==> src/rtl/requant_defs.svh <==
//######################################################################
// Build-time sizes of the requantizer. REQ_BITS_OUT must be below
// REQ_BITS_IN and REQ_WIN_LEN must be a power of two
//######################################################################
`ifndef REQUANT_DEFS_SVH
`define REQUANT_DEFS_SVH

// Number of parallel channels
`define REQ_CH_NUM 2

// Sample widths before and after requantization
`define REQ_BITS_IN 16
`define REQ_BITS_OUT 12

// Valid results per statistics window
`define REQ_WIN_LEN 16

`endif

==> src/rtl/requant_types_pkg.sv <==
//######################################################################
// Sample, error and statistics word types, sized from the defs header
//######################################################################
`include "requant_defs.svh"

package requant_types_pkg;

    // Derived widths
    localparam int DROP_W = `REQ_BITS_IN - `REQ_BITS_OUT;
    localparam int ERR_W  = DROP_W + 1;
    localparam int SUM_W  = ERR_W + $clog2(`REQ_WIN_LEN);

    typedef logic signed [`REQ_BITS_IN-1:0] sample_in_t;
    typedef logic signed [`REQ_BITS_OUT-1:0] sample_out_t;

    // Input minus rescaled output
    typedef logic signed [ERR_W-1:0] round_err_t;

    // Window statistics
    typedef logic signed [SUM_W-1:0] err_sum_t;
    typedef logic [ERR_W-1:0] err_mag_t;

endpackage

==> src/rtl/round_ctrl_pkg.sv <==
//######################################################################
// Rounding mode codes. Code 3 is illegal and is never latched
//######################################################################
package round_ctrl_pkg;

    typedef enum logic [1:0] {
        RND_TRUNC   = 2'd0,  // toward negative infinity
        RND_ZERO    = 2'd1,
        RND_NEAREST = 2'd2
    } round_mode_t;

    // Unused encoding, rejected on load
    localparam logic [1:0] RND_CODE_ILLEGAL = 2'd3;

endpackage

==> src/rtl/round_result_if.sv <==
//######################################################################
// Rounded sample set with errors and mode tag. Strobe only, no ready
//######################################################################
`timescale 1ns/1ps
`include "requant_defs.svh"

interface round_result_if;

    logic                                                  valid;
    requant_types_pkg::sample_out_t [`REQ_CH_NUM-1:0]      data;
    requant_types_pkg::round_err_t  [`REQ_CH_NUM-1:0]      err;
    round_ctrl_pkg::round_mode_t                           mode;

    // Rounding stage side
    modport src (
        output valid, data, err, mode
    );

    // Statistics side
    modport mon (
        input valid, data, err, mode
    );

endinterface

==> src/rtl/round_mode_ctrl.sv <==
//######################################################################
// Mode register with one-hot enables. A load takes effect for samples
// entering on the next cycle; loads of the illegal code are dropped
//######################################################################
`timescale 1ns/1ps

module round_mode_ctrl (
    input  logic                        clk_i,
    input  logic                        rst_i,
    input  round_ctrl_pkg::round_mode_t mode_i,
    input  logic                        mode_load_i,
    output round_ctrl_pkg::round_mode_t mode_o,
    output logic                        round_to_zero_o,
    output logic                        round_to_nearest_o,
    output logic                        trunc_o
);

    round_ctrl_pkg::round_mode_t mode_d;

    // Enables decode from the next mode so they line up with mode_o
    assign mode_d = (mode_load_i && mode_i != round_ctrl_pkg::RND_CODE_ILLEGAL) ?
                    mode_i : mode_o;

    always_ff @(posedge clk_i) begin
        if (rst_i) begin
            mode_o             <= round_ctrl_pkg::RND_TRUNC;
            round_to_zero_o    <= 1'b0;
            round_to_nearest_o <= 1'b0;
            trunc_o            <= 1'b1;
        end else begin
            mode_o             <= mode_d;
            round_to_zero_o    <= (mode_d == round_ctrl_pkg::RND_ZERO);
            round_to_nearest_o <= (mode_d == round_ctrl_pkg::RND_NEAREST);
            trunc_o            <= (mode_d == round_ctrl_pkg::RND_TRUNC);
        end
    end

    // An illegal code in the register would leave every enable low
    a_enables_onehot : assert property (@(posedge clk_i) disable iff (rst_i)
        $onehot({round_to_zero_o, round_to_nearest_o, trunc_o}));

endmodule

==> src/rtl/round.sv <==
//######################################################################
// One-stage requantizer. No saturation: only round to nearest guards
// against wrapping at the positive maximum. Enables must be one-hot
//######################################################################
`timescale 1ns/1ps
`include "requant_defs.svh"

module round (
    input  logic                                         clk_i,
    input  logic                                         rst_i,
    input  logic                                         round_to_zero_i,
    input  logic                                         round_to_nearest_i,
    input  logic                                         trunc_i,
    input  round_ctrl_pkg::round_mode_t                  mode_i,
    input  requant_types_pkg::sample_in_t [`REQ_CH_NUM-1:0] tdata_i,
    input  logic                                         tvalid_i,
    round_result_if.src                                  res
);

    localparam int CH       = `REQ_CH_NUM;
    localparam int BITS_IN  = `REQ_BITS_IN;
    localparam int BITS_OUT = `REQ_BITS_OUT;
    localparam int K        = BITS_IN - BITS_OUT;
    localparam int HALF     = 1 << (K - 1);
    localparam logic [BITS_OUT-1:0] MAX_POS = {1'b0, {(BITS_OUT - 1) {1'b1}}};

    requant_types_pkg::sample_out_t [CH-1:0] out;
    requant_types_pkg::round_err_t  [CH-1:0] err;

    always_comb begin
        logic [BITS_OUT-1:0] kept;
        logic [BITS_IN-1:0]  diff;
        logic                corr_rtz;
        logic                corr_near;
        logic                corr;
        for (int i = 0; i < CH; i++) begin
            kept      = tdata_i[i][BITS_IN-1:K];
            corr_rtz  = tdata_i[i][BITS_IN-1] & (|tdata_i[i][K-1:0]);
            // Half-step bit, suppressed where the kept word would wrap
            corr_near = tdata_i[i][K-1] & (kept != MAX_POS);
            if (trunc_i) begin
                corr = 1'b0;
            end else if (round_to_nearest_i) begin
                corr = corr_near;
            end else if (round_to_zero_i) begin
                corr = corr_rtz;
            end else begin
                corr = 1'b0;
            end
            out[i] = kept + {{(BITS_OUT - 1) {1'b0}}, corr};
            diff   = tdata_i[i] - {out[i], {K{1'b0}}};
            err[i] = diff[K:0];
        end
    end

    always_ff @(posedge clk_i) begin
        if (rst_i) begin
            res.valid <= 1'b0;
        end else begin
            res.valid <= tvalid_i;
        end
        res.data <= out;
        res.err  <= err;
        res.mode <= mode_i;
    end

    a_enables_onehot0 : assert property (@(posedge clk_i) disable iff (rst_i)
        $onehot0({round_to_zero_i, round_to_nearest_i, trunc_i}));

    // Nearest mode error stays within half a step unless the output pinned at max
    for (genvar i = 0; i < CH; i++) begin : g_chk
        a_nearest_err : assert property (@(posedge clk_i) disable iff (rst_i)
            (res.valid && res.mode == round_ctrl_pkg::RND_NEAREST) |->
            ((res.err[i] >= -HALF && res.err[i] < HALF) || res.data[i] == MAX_POS));
    end

endmodule

==> src/rtl/error_monitor.sv <==
//######################################################################
// Per-channel rounding noise over fixed windows of valid results.
// A mode change drops the partial window; outputs hold between pulses
//######################################################################
`timescale 1ns/1ps
`include "requant_defs.svh"

module error_monitor (
    input  logic                                          clk_i,
    input  logic                                          rst_i,
    round_result_if.mon                                   res,
    output requant_types_pkg::err_sum_t [`REQ_CH_NUM-1:0] err_sum_o,
    output requant_types_pkg::err_mag_t [`REQ_CH_NUM-1:0] err_peak_o,
    output logic                                          stats_valid_o
);

    localparam int CH    = `REQ_CH_NUM;
    localparam int WIN   = `REQ_WIN_LEN;
    localparam int CNT_W = (WIN > 1) ? $clog2(WIN) : 1;

    logic [CNT_W-1:0]            cnt;
    logic [CNT_W-1:0]            base_cnt;
    round_ctrl_pkg::round_mode_t last_mode;
    logic                        restart;
    logic                        full;

    requant_types_pkg::err_sum_t [CH-1:0] acc_sum;
    requant_types_pkg::err_sum_t [CH-1:0] sum_nxt;
    requant_types_pkg::err_mag_t [CH-1:0] acc_peak;
    requant_types_pkg::err_mag_t [CH-1:0] peak_nxt;

    // Empty count means the accumulators hold nothing of this window
    assign restart  = (res.mode != last_mode) || (cnt == '0);
    assign base_cnt = restart ? '0 : cnt;
    assign full     = (base_cnt == CNT_W'(WIN - 1));

    always_comb begin
        requant_types_pkg::err_mag_t mag;
        requant_types_pkg::err_mag_t base_peak;
        for (int i = 0; i < CH; i++) begin
            // Most negative error maps to 2^k, still fits unsigned
            mag        = (res.err[i] < 0) ? requant_types_pkg::err_mag_t'(-res.err[i]) :
                                            requant_types_pkg::err_mag_t'(res.err[i]);
            base_peak  = restart ? '0 : acc_peak[i];
            sum_nxt[i] = (restart ? '0 : acc_sum[i]) +
                         requant_types_pkg::err_sum_t'(res.err[i]);
            peak_nxt[i] = (mag > base_peak) ? mag : base_peak;
        end
    end

    always_ff @(posedge clk_i) begin
        if (rst_i) begin
            cnt           <= '0;
            last_mode     <= round_ctrl_pkg::RND_TRUNC;
            stats_valid_o <= 1'b0;
        end else begin
            stats_valid_o <= res.valid && full;
            if (res.valid) begin
                last_mode <= res.mode;
                cnt       <= full ? '0 : base_cnt + 1'b1;
            end
        end
    end

    always_ff @(posedge clk_i) begin
        if (res.valid) begin
            acc_sum  <= sum_nxt;
            acc_peak <= peak_nxt;
            if (full) begin
                err_sum_o  <= sum_nxt;
                err_peak_o <= peak_nxt;
            end
        end
    end

    if (WIN > 1) begin : g_win_chk
        // A window takes at least WIN results, so pulses are never adjacent
        a_stats_spacing : assert property (@(posedge clk_i) disable iff (rst_i)
            stats_valid_o |=> !stats_valid_o);
    end

endmodule

==> src/rtl/requant_top.sv <==
//######################################################################
// Requantizer top. One cycle from tvalid_i to tvalid_o, two to the
// statistics pulse. No back-pressure; results must be taken as issued
//######################################################################
`timescale 1ns/1ps
`include "requant_defs.svh"

module requant_top (
    input  logic                                           clk_i,
    input  logic                                           rst_i,
    input  round_ctrl_pkg::round_mode_t                    mode_i,
    input  logic                                           mode_load_i,
    input  requant_types_pkg::sample_in_t  [`REQ_CH_NUM-1:0] tdata_i,
    input  logic                                           tvalid_i,
    output requant_types_pkg::sample_out_t [`REQ_CH_NUM-1:0] tdata_o,
    output requant_types_pkg::round_err_t  [`REQ_CH_NUM-1:0] err_o,
    output logic                                           tvalid_o,
    output requant_types_pkg::err_sum_t    [`REQ_CH_NUM-1:0] err_sum_o,
    output requant_types_pkg::err_mag_t    [`REQ_CH_NUM-1:0] err_peak_o,
    output logic                                           stats_valid_o
);

    round_ctrl_pkg::round_mode_t mode;
    logic                        round_to_zero;
    logic                        round_to_nearest;
    logic                        trunc;

    round_result_if res ();

    round_mode_ctrl u_mode_ctrl (
        .clk_i              (clk_i),
        .rst_i              (rst_i),
        .mode_i             (mode_i),
        .mode_load_i        (mode_load_i),
        .mode_o             (mode),
        .round_to_zero_o    (round_to_zero),
        .round_to_nearest_o (round_to_nearest),
        .trunc_o            (trunc)
    );

    round u_round (
        .clk_i              (clk_i),
        .rst_i              (rst_i),
        .round_to_zero_i    (round_to_zero),
        .round_to_nearest_i (round_to_nearest),
        .trunc_i            (trunc),
        .mode_i             (mode),
        .tdata_i            (tdata_i),
        .tvalid_i           (tvalid_i),
        .res                (res.src)
    );

    error_monitor u_err_mon (
        .clk_i         (clk_i),
        .rst_i         (rst_i),
        .res           (res.mon),
        .err_sum_o     (err_sum_o),
        .err_peak_o    (err_peak_o),
        .stats_valid_o (stats_valid_o)
    );

    // Rounded stream also leaves the design directly
    assign tdata_o  = res.data;
    assign err_o    = res.err;
    assign tvalid_o = res.valid;

endmodule

==> config.mk <==
export PLATFORM = sky130hd
export DESIGN_NAME = requant_top
export DESIGN_NICKNAME = d
export VERILOG_FILES = /design/src/rtl/requant_types_pkg.sv /design/src/rtl/round_ctrl_pkg.sv /design/src/rtl/round_result_if.sv /design/src/rtl/round_mode_ctrl.sv /design/src/rtl/round.sv /design/src/rtl/error_monitor.sv /design/src/rtl/requant_top.sv
export VERILOG_INCLUDE_DIRS = /design/src /design/src/rtl
export SDC_FILE = /design/constraint.sdc
export NUM_CORES = 1
export LEC_CHECK = 0
export ABC_CLOCK_PERIOD_IN_PS = 3200
export BUFFER_PORTS_ARGS = -buffer_cell sky130_fd_sc_hd__buf_4
export CAP_MARGIN = 5
export CORE_MARGIN = 2
export CORE_UTILIZATION = 54
export DETAILED_ROUTE_END_ITERATION = 7
export PLACE_DENSITY_LB_ADDON = 0.3
export SKIP_CTS_REPAIR_TIMING = 1
export SLEW_MARGIN = 30
export SYNTH_ARGS = -nofsm -noshare
export SYNTH_HDL_FRONTEND = slang
export SYNTH_SLANG_ARGS = --single-unit
==> constraint.sdc <==
create_clock -name clk_i -period 3.2 [get_ports clk_i]
set_input_delay 0.64 -clock clk_i [delete_from_list [all_inputs] [get_ports clk_i]]
set_output_delay 0.64 -clock clk_i [all_outputs]
set_load 0.01 [all_outputs]
Yosys cells after proc, flatten, opt, wreduce, memory -nomap -nowiden
Cells that the tools add are included.
{"block": "op_classes", "n_addsub": 9, "order_cmp": 4, "eq_ne": 7, "n_mux": 17, "bitwise_logic": 4, "n_reduce_logical": 8}
{"cell": "2-to-1 mux 5 bit", "n": 6}
{"cell": "adder 12 x 1 -> 12 bit", "n": 2}
{"cell": "!= test 12 x 11 -> 1 bit, second input constant", "n": 2}
{"cell": "adder 9 bit", "n": 2}
{"cell": "2-to-1 mux 9 bit", "n": 2}
{"cell": "greater-than comparator 5 bit", "n": 2}
{"cell": "< comparator 5 x 1 -> 1 bit, second input constant", "n": 2}
{"cell": "negator 5 bit", "n": 2}
{"cell": "subtractor 5 bit", "n": 2}
{"cell": "2-to-1 mux 4 bit", "n": 2}
{"cell": "OR reduction 4 bit", "n": 2}
{"cell": "2-to-1 mux 1 bit", "n": 6}
{"cell": "adder 4 x 1 -> 4 bit, second input constant", "n": 1}
{"cell": "bitwise AND 1 bit", "n": 4}
{"cell": "equality test 4 bit, second input constant", "n": 1}
{"cell": "zero test 4 bit", "n": 1}
{"cell": "equality test 2 x 1 -> 1 bit, second input constant", "n": 1}
{"cell": "equality test 2 bit, second input constant", "n": 1}
{"cell": "logical AND 1 bit", "n": 2}
{"cell": "zero test 2 bit", "n": 1}
{"cell": "2-to-1 mux 2 bit", "n": 1}
{"cell": "!= test 2 bit", "n": 1}
{"cell": "!= test 2 bit, second input constant", "n": 1}
{"cell": "AND reduction 2 bit", "n": 1}
{"cell": "logical OR 1 bit", "n": 1}
{"block": "word_totals", "reg_bits": 105, "in_bits": 38, "out_inout_bits": 64, "wordCells": 70}

Depth between registers and ports, before layout
{"block": "depth", "ltp_word": 7, "ltp_mapped": 12, "depth_no_buf": 10}

By module
Synthesis repeated with hierarchy kept, for this count alone.
{"block": "hier_totals", "hier_cells": 397, "hier_area_um2": 4754.6}
{"mod": "error_monitor", "instances": 1, "cells_per_inst": 265, "area_each_um2": 3254.4, "seq_area_each_um2": 1821.7}
{"mod": "round", "instances": 1, "cells_per_inst": 113, "area_each_um2": 1295.0, "seq_area_each_um2": 740.7}
{"mod": "round_mode_ctrl", "instances": 1, "cells_per_inst": 19, "area_each_um2": 205.2, "seq_area_each_um2": 100.1}

Worst setup path before layout
No wires, ideal clock.
{"block": "synth_timing", "kind": "register to register", "startpoint": "reg u_round.res.valid", "endpoint": "reg u_err_mon.err_peak_o[0] in the netlist's numbering, enable pin", "setup_ns": 0.413, "t_arrival_ns": 2.591, "required_time_ns": 2.787, "slack_ns": 0.196, "stages_incl_launch_ff": 4, "path_buffers": 1, "period_less_slack_ns": 3.004, "path_cell_list": "dfxtp_1 -> buf_2 -> nand2_1 -> nor2_1"}
{"block": "synth_between", "elab_chain_cells": 1}
{"element": "start: declaration", "line_no": "round_result_if.sv:16", "source": "output valid, data, err, mode"}
{"element": "start signal: assignment", "line_no": "round.sv:60", "source": "res.valid <= tvalid_i;"}
{"element": "AND reduction 2 bit (no line)"}
{"element": "end signal: assignment", "line_no": "error_monitor.sv:71", "source": "err_peak_o <= peak_nxt;"}
{"element": "end: declaration", "line_no": "error_monitor.sv:13", "source": "output requant_types_pkg::err_mag_t [`REQ_CH_NUM-1:0] err_peak_o,"}
Every way passes these cells.
A chain may end at the register's enable or synchronous reset.

==> out/metrics.csv <==
stage,metric,value,unit
status,status,completed,
setup_path,cp-start-kind,flip-flop,
timing,finalSetupViolCount,0,
grt,grt_usage,0.1933,
yosys,yosysSeqAreaShare,0.5740,
timing,period_share,0.9422,
floorplan,start_util,0.5617,
detailed_routing,drc,0,
timing,tightest_slew,853.4,ps
yosys,yosysWarnings,0,
setup_path,crit_arrival,3130,ps
clock_tree,tritoncts,done,
finish,layout-drive-gt1-share,0.2588,
placed_design,place_congestion,0.8629,
timing,drv_slew,0,
yosys,syn_inst,392,
placed_design,port_buffers,101,
pwr,pwr_density_cell,490.7,nW/um^2
detailed_routing,routedWlPerCell,14.94,um
yosys,ys_ff_latch,105,
yosys,async_flop_share,0,
timing,setup_tns,0,ps
timing,skew,7.348,ps
setup_path,r2r-end,u_err_mon.acc_sum[17]$_DFFE_PP_,
timing,hold_ws,370.0,ps
finish,syn2layout_area_growth,24.33,%
clock_tree,ctsHtreeMaxLevel,3,
grt,overflow,0,
yosys,synth_edf_count,56,
timing,fin_crit,3015,ps
hold_path,whs_path_depth,0,
yosys,synth_area,4638,um^2
finish,multi_input_area,1958,um^2
grt,grt_max_degree,37,
pwr,p_leak,2.361,nW
grt,grt_pass1_wl,14680,um
timing,slew_headroom,0.4280,
detailed_routing,antenna_left,0,
finish,final_common_cell,buf_4,
finish,register_area,2663,um^2
clock_tree,numCtsBuffers,9,
floorplan,placementRows,33,
yosys,postSynthAreaPerCell,11.83,um^2
finish,fill_cells,611,
timing,fmax,331.7,MHz
clock_tree,root_buffer,clkbuf_8,
setup_path,worstPathMaxFanout,12,
detailed_routing,drt-initial-drc-count,137,
yosys,syn_nets,466,
setup_path,worst_setup_path_end_kind,flip-flop,
hold_path,hp-class,flip-flop to flip-flop,
setup_path,cp.required,3310,ps
grt,grt_pass1_vias,3139,
yosys,ys.flop_type,edfxtp_1,
floorplan,fp.dieW,96.68,um
run,drv_cap,0,
grt,antenna_found_initial,0,
clock_tree,clock_latency,360,ps
floorplan,coreArea,8258,um^2
clock_tree,clk_pin_slew,90,ps
yosys,synth.distinct_cells,43,
finish,nNetsFinal,579,
hold_path,hold_start,u_mode_ctrl.mode_o[1]$_SDFF_PP0_,
finish,diodes,0,
setup_path,rrSetupSlack,190,ps
timing,hold_viol,0,
detailed_routing,via_count,3293,
clock_tree,cts.sinks,105,
clock_tree,clockBufferDepth,2,
floorplan,ios,102,
hold_path,min_to,u_round.res.mode[1]$_DFF_P_,
setup_path,r2r_start,u_err_mon.cnt[2]$_SDFFE_PP0P_,
floorplan,die_area,9347,um^2
detailed_routing,viasPerCell,5.354,
setup_path,reg2reg_depth,9,
finish,most-common-layout-cells,"buf_4, edfxtp_1, dfxtp_1",
floorplan,die_y,96.68,um
detailed_routing,routed_wl,9186,um
detailed_routing,firstDrtPassIters,4,
pwr,ir_drop,0.2566,mV
placed_design,hpwl,6563,um
setup_path,path_class,flip-flop to flip-flop,
timing,rsz0062_at_grt,no,
## through the flow
| step | instance area, um^2 | util | std cells | worst slack, ps | power (W) |
|---|---|---|---|---|---|
| 6_report | 5767 | 0.6983 | 615 | 185.1 | 0.002830 |
| 5_1_grt | 5767 | 0.6983 | 615 | 28.43 | 0.002950 |
| 4_1_cts | 5717 | 0.6923 | 613 | 103.4 | 0.002824 |
| 3_5_place_dp | 5544 | 0.6714 | 597 | 123.8 | 0.002097 |
| 3_3_place_gp | 5544 | 0.6714 | 597 | 288.7 | 0.002073 |
| 2_1_floorplan | 4638 | - | 392 | 196.3 | 0.001913 |
## logic make-up after synthesis
group                    Yosys count  synth area share
adder cells (fa/ha/maj)           36            0.1004
multiplexers                       5           0.01133
XOR/XNOR                          44           0.08309
AND/OR/NAND/NOR                  139            0.1530
buffers and inverters             14           0.01349
AO/OA/AOI/OAI                     49           0.06474
flip-flops                       105            0.5740
## registers in the layout, indices dropped and copies added, names as in the netlist, 2 cells and up
name / flops
u_round.res.data: 24
u_err_mon.cnt: 4
u_err_mon.acc_sum: 18
u_err_mon.acc_peak: 10
u_round.res.err: 10
u_err_mon.err_peak_o: 10
u_mode_ctrl.mode_o: 2
u_err_mon.last_mode: 2
u_err_mon.err_sum_o: 18
u_round.res.mode: 2
## layer usage
metal,part of all wire,global-route usage,vias to the layer above
met5,0,0,-
met2,0.50,0.3264,94
li1,-,-,1626
met4,0.017,0.08017,0
met3,0.053,0.04046,12
met1,0.43,0.2421,1561
## how the worst max path moves through the flow
stage / startpoint / endpoint / slack, ps / cells after the start
global placement: u_err_mon.last_mode[0]$_SDFFE_PP0P_ / u_err_mon.err_sum_o[7]$_DFFE_PP_ / 290 / 9
global route: u_err_mon.cnt[2]$_SDFFE_PP0P_ / u_err_mon.err_sum_o[8]$_DFFE_PP_ / 30 / 11
CTS: u_err_mon.last_mode[0]$_SDFFE_PP0P_ / u_err_mon.acc_sum[7]$_DFFE_PP_ / 100 / 9
detailed placement: u_err_mon.last_mode[0]$_SDFFE_PP0P_ / u_err_mon.acc_sum[7]$_DFFE_PP_ / 120 / 9
floorplan: u_round.res.valid$_SDFF_PP0_ / u_err_mon.err_peak_o[0]$_DFFE_PP_ / 200 / 3
finish: u_err_mon.cnt[2]$_SDFFE_PP0P_ / u_err_mon.acc_sum[17]$_DFFE_PP_ / 190 / 9
## report_power, final
part           total (W)  internal (W)  switching, W
sequential       0.00157       0.00153     0.0000434
clock           0.000744      0.000307      0.000437
combinational   0.000513      0.000238      0.000275
total            0.00283       0.00207      0.000756
## Yosys cell counts (all sizes together), types with 8 or more instances
master  instances  area, um^2
a21oi          15       78.83
and2           22       137.6
dfxtp          49       980.9
edfxtp         56        1682
ha             34       425.4
inv             9       33.78
nand2          33       123.9
nand3          19       95.09
nor2           30       112.6
nor2b           8       50.05
nor3            8       51.30
o21ai          13       65.06
xnor2          33       289.0
xor2           11       96.34
## layout make-up
class,count,area share
Clock buffer,12,0.02517
Timing Repair Buffer,106,0.1402
Inverter,9,0.005858
Multi-Input combinational cell,274,0.3396
Clock inverter,4,0.004773
Sequential cell,105,0.4617
Tap cell,105,0.02278
## critical path, cell delays in order, from the launching register on
cell	delay (ps)
dfxtp_1	460
nor4_4	70
buf_4	160
nor3_2	710
and2_1	230
ha_1	270
nor2b_1	150
a311oi_1	380
a21oi_1	150
xnor2_1	170
Power figures use the tool's default switching activity.
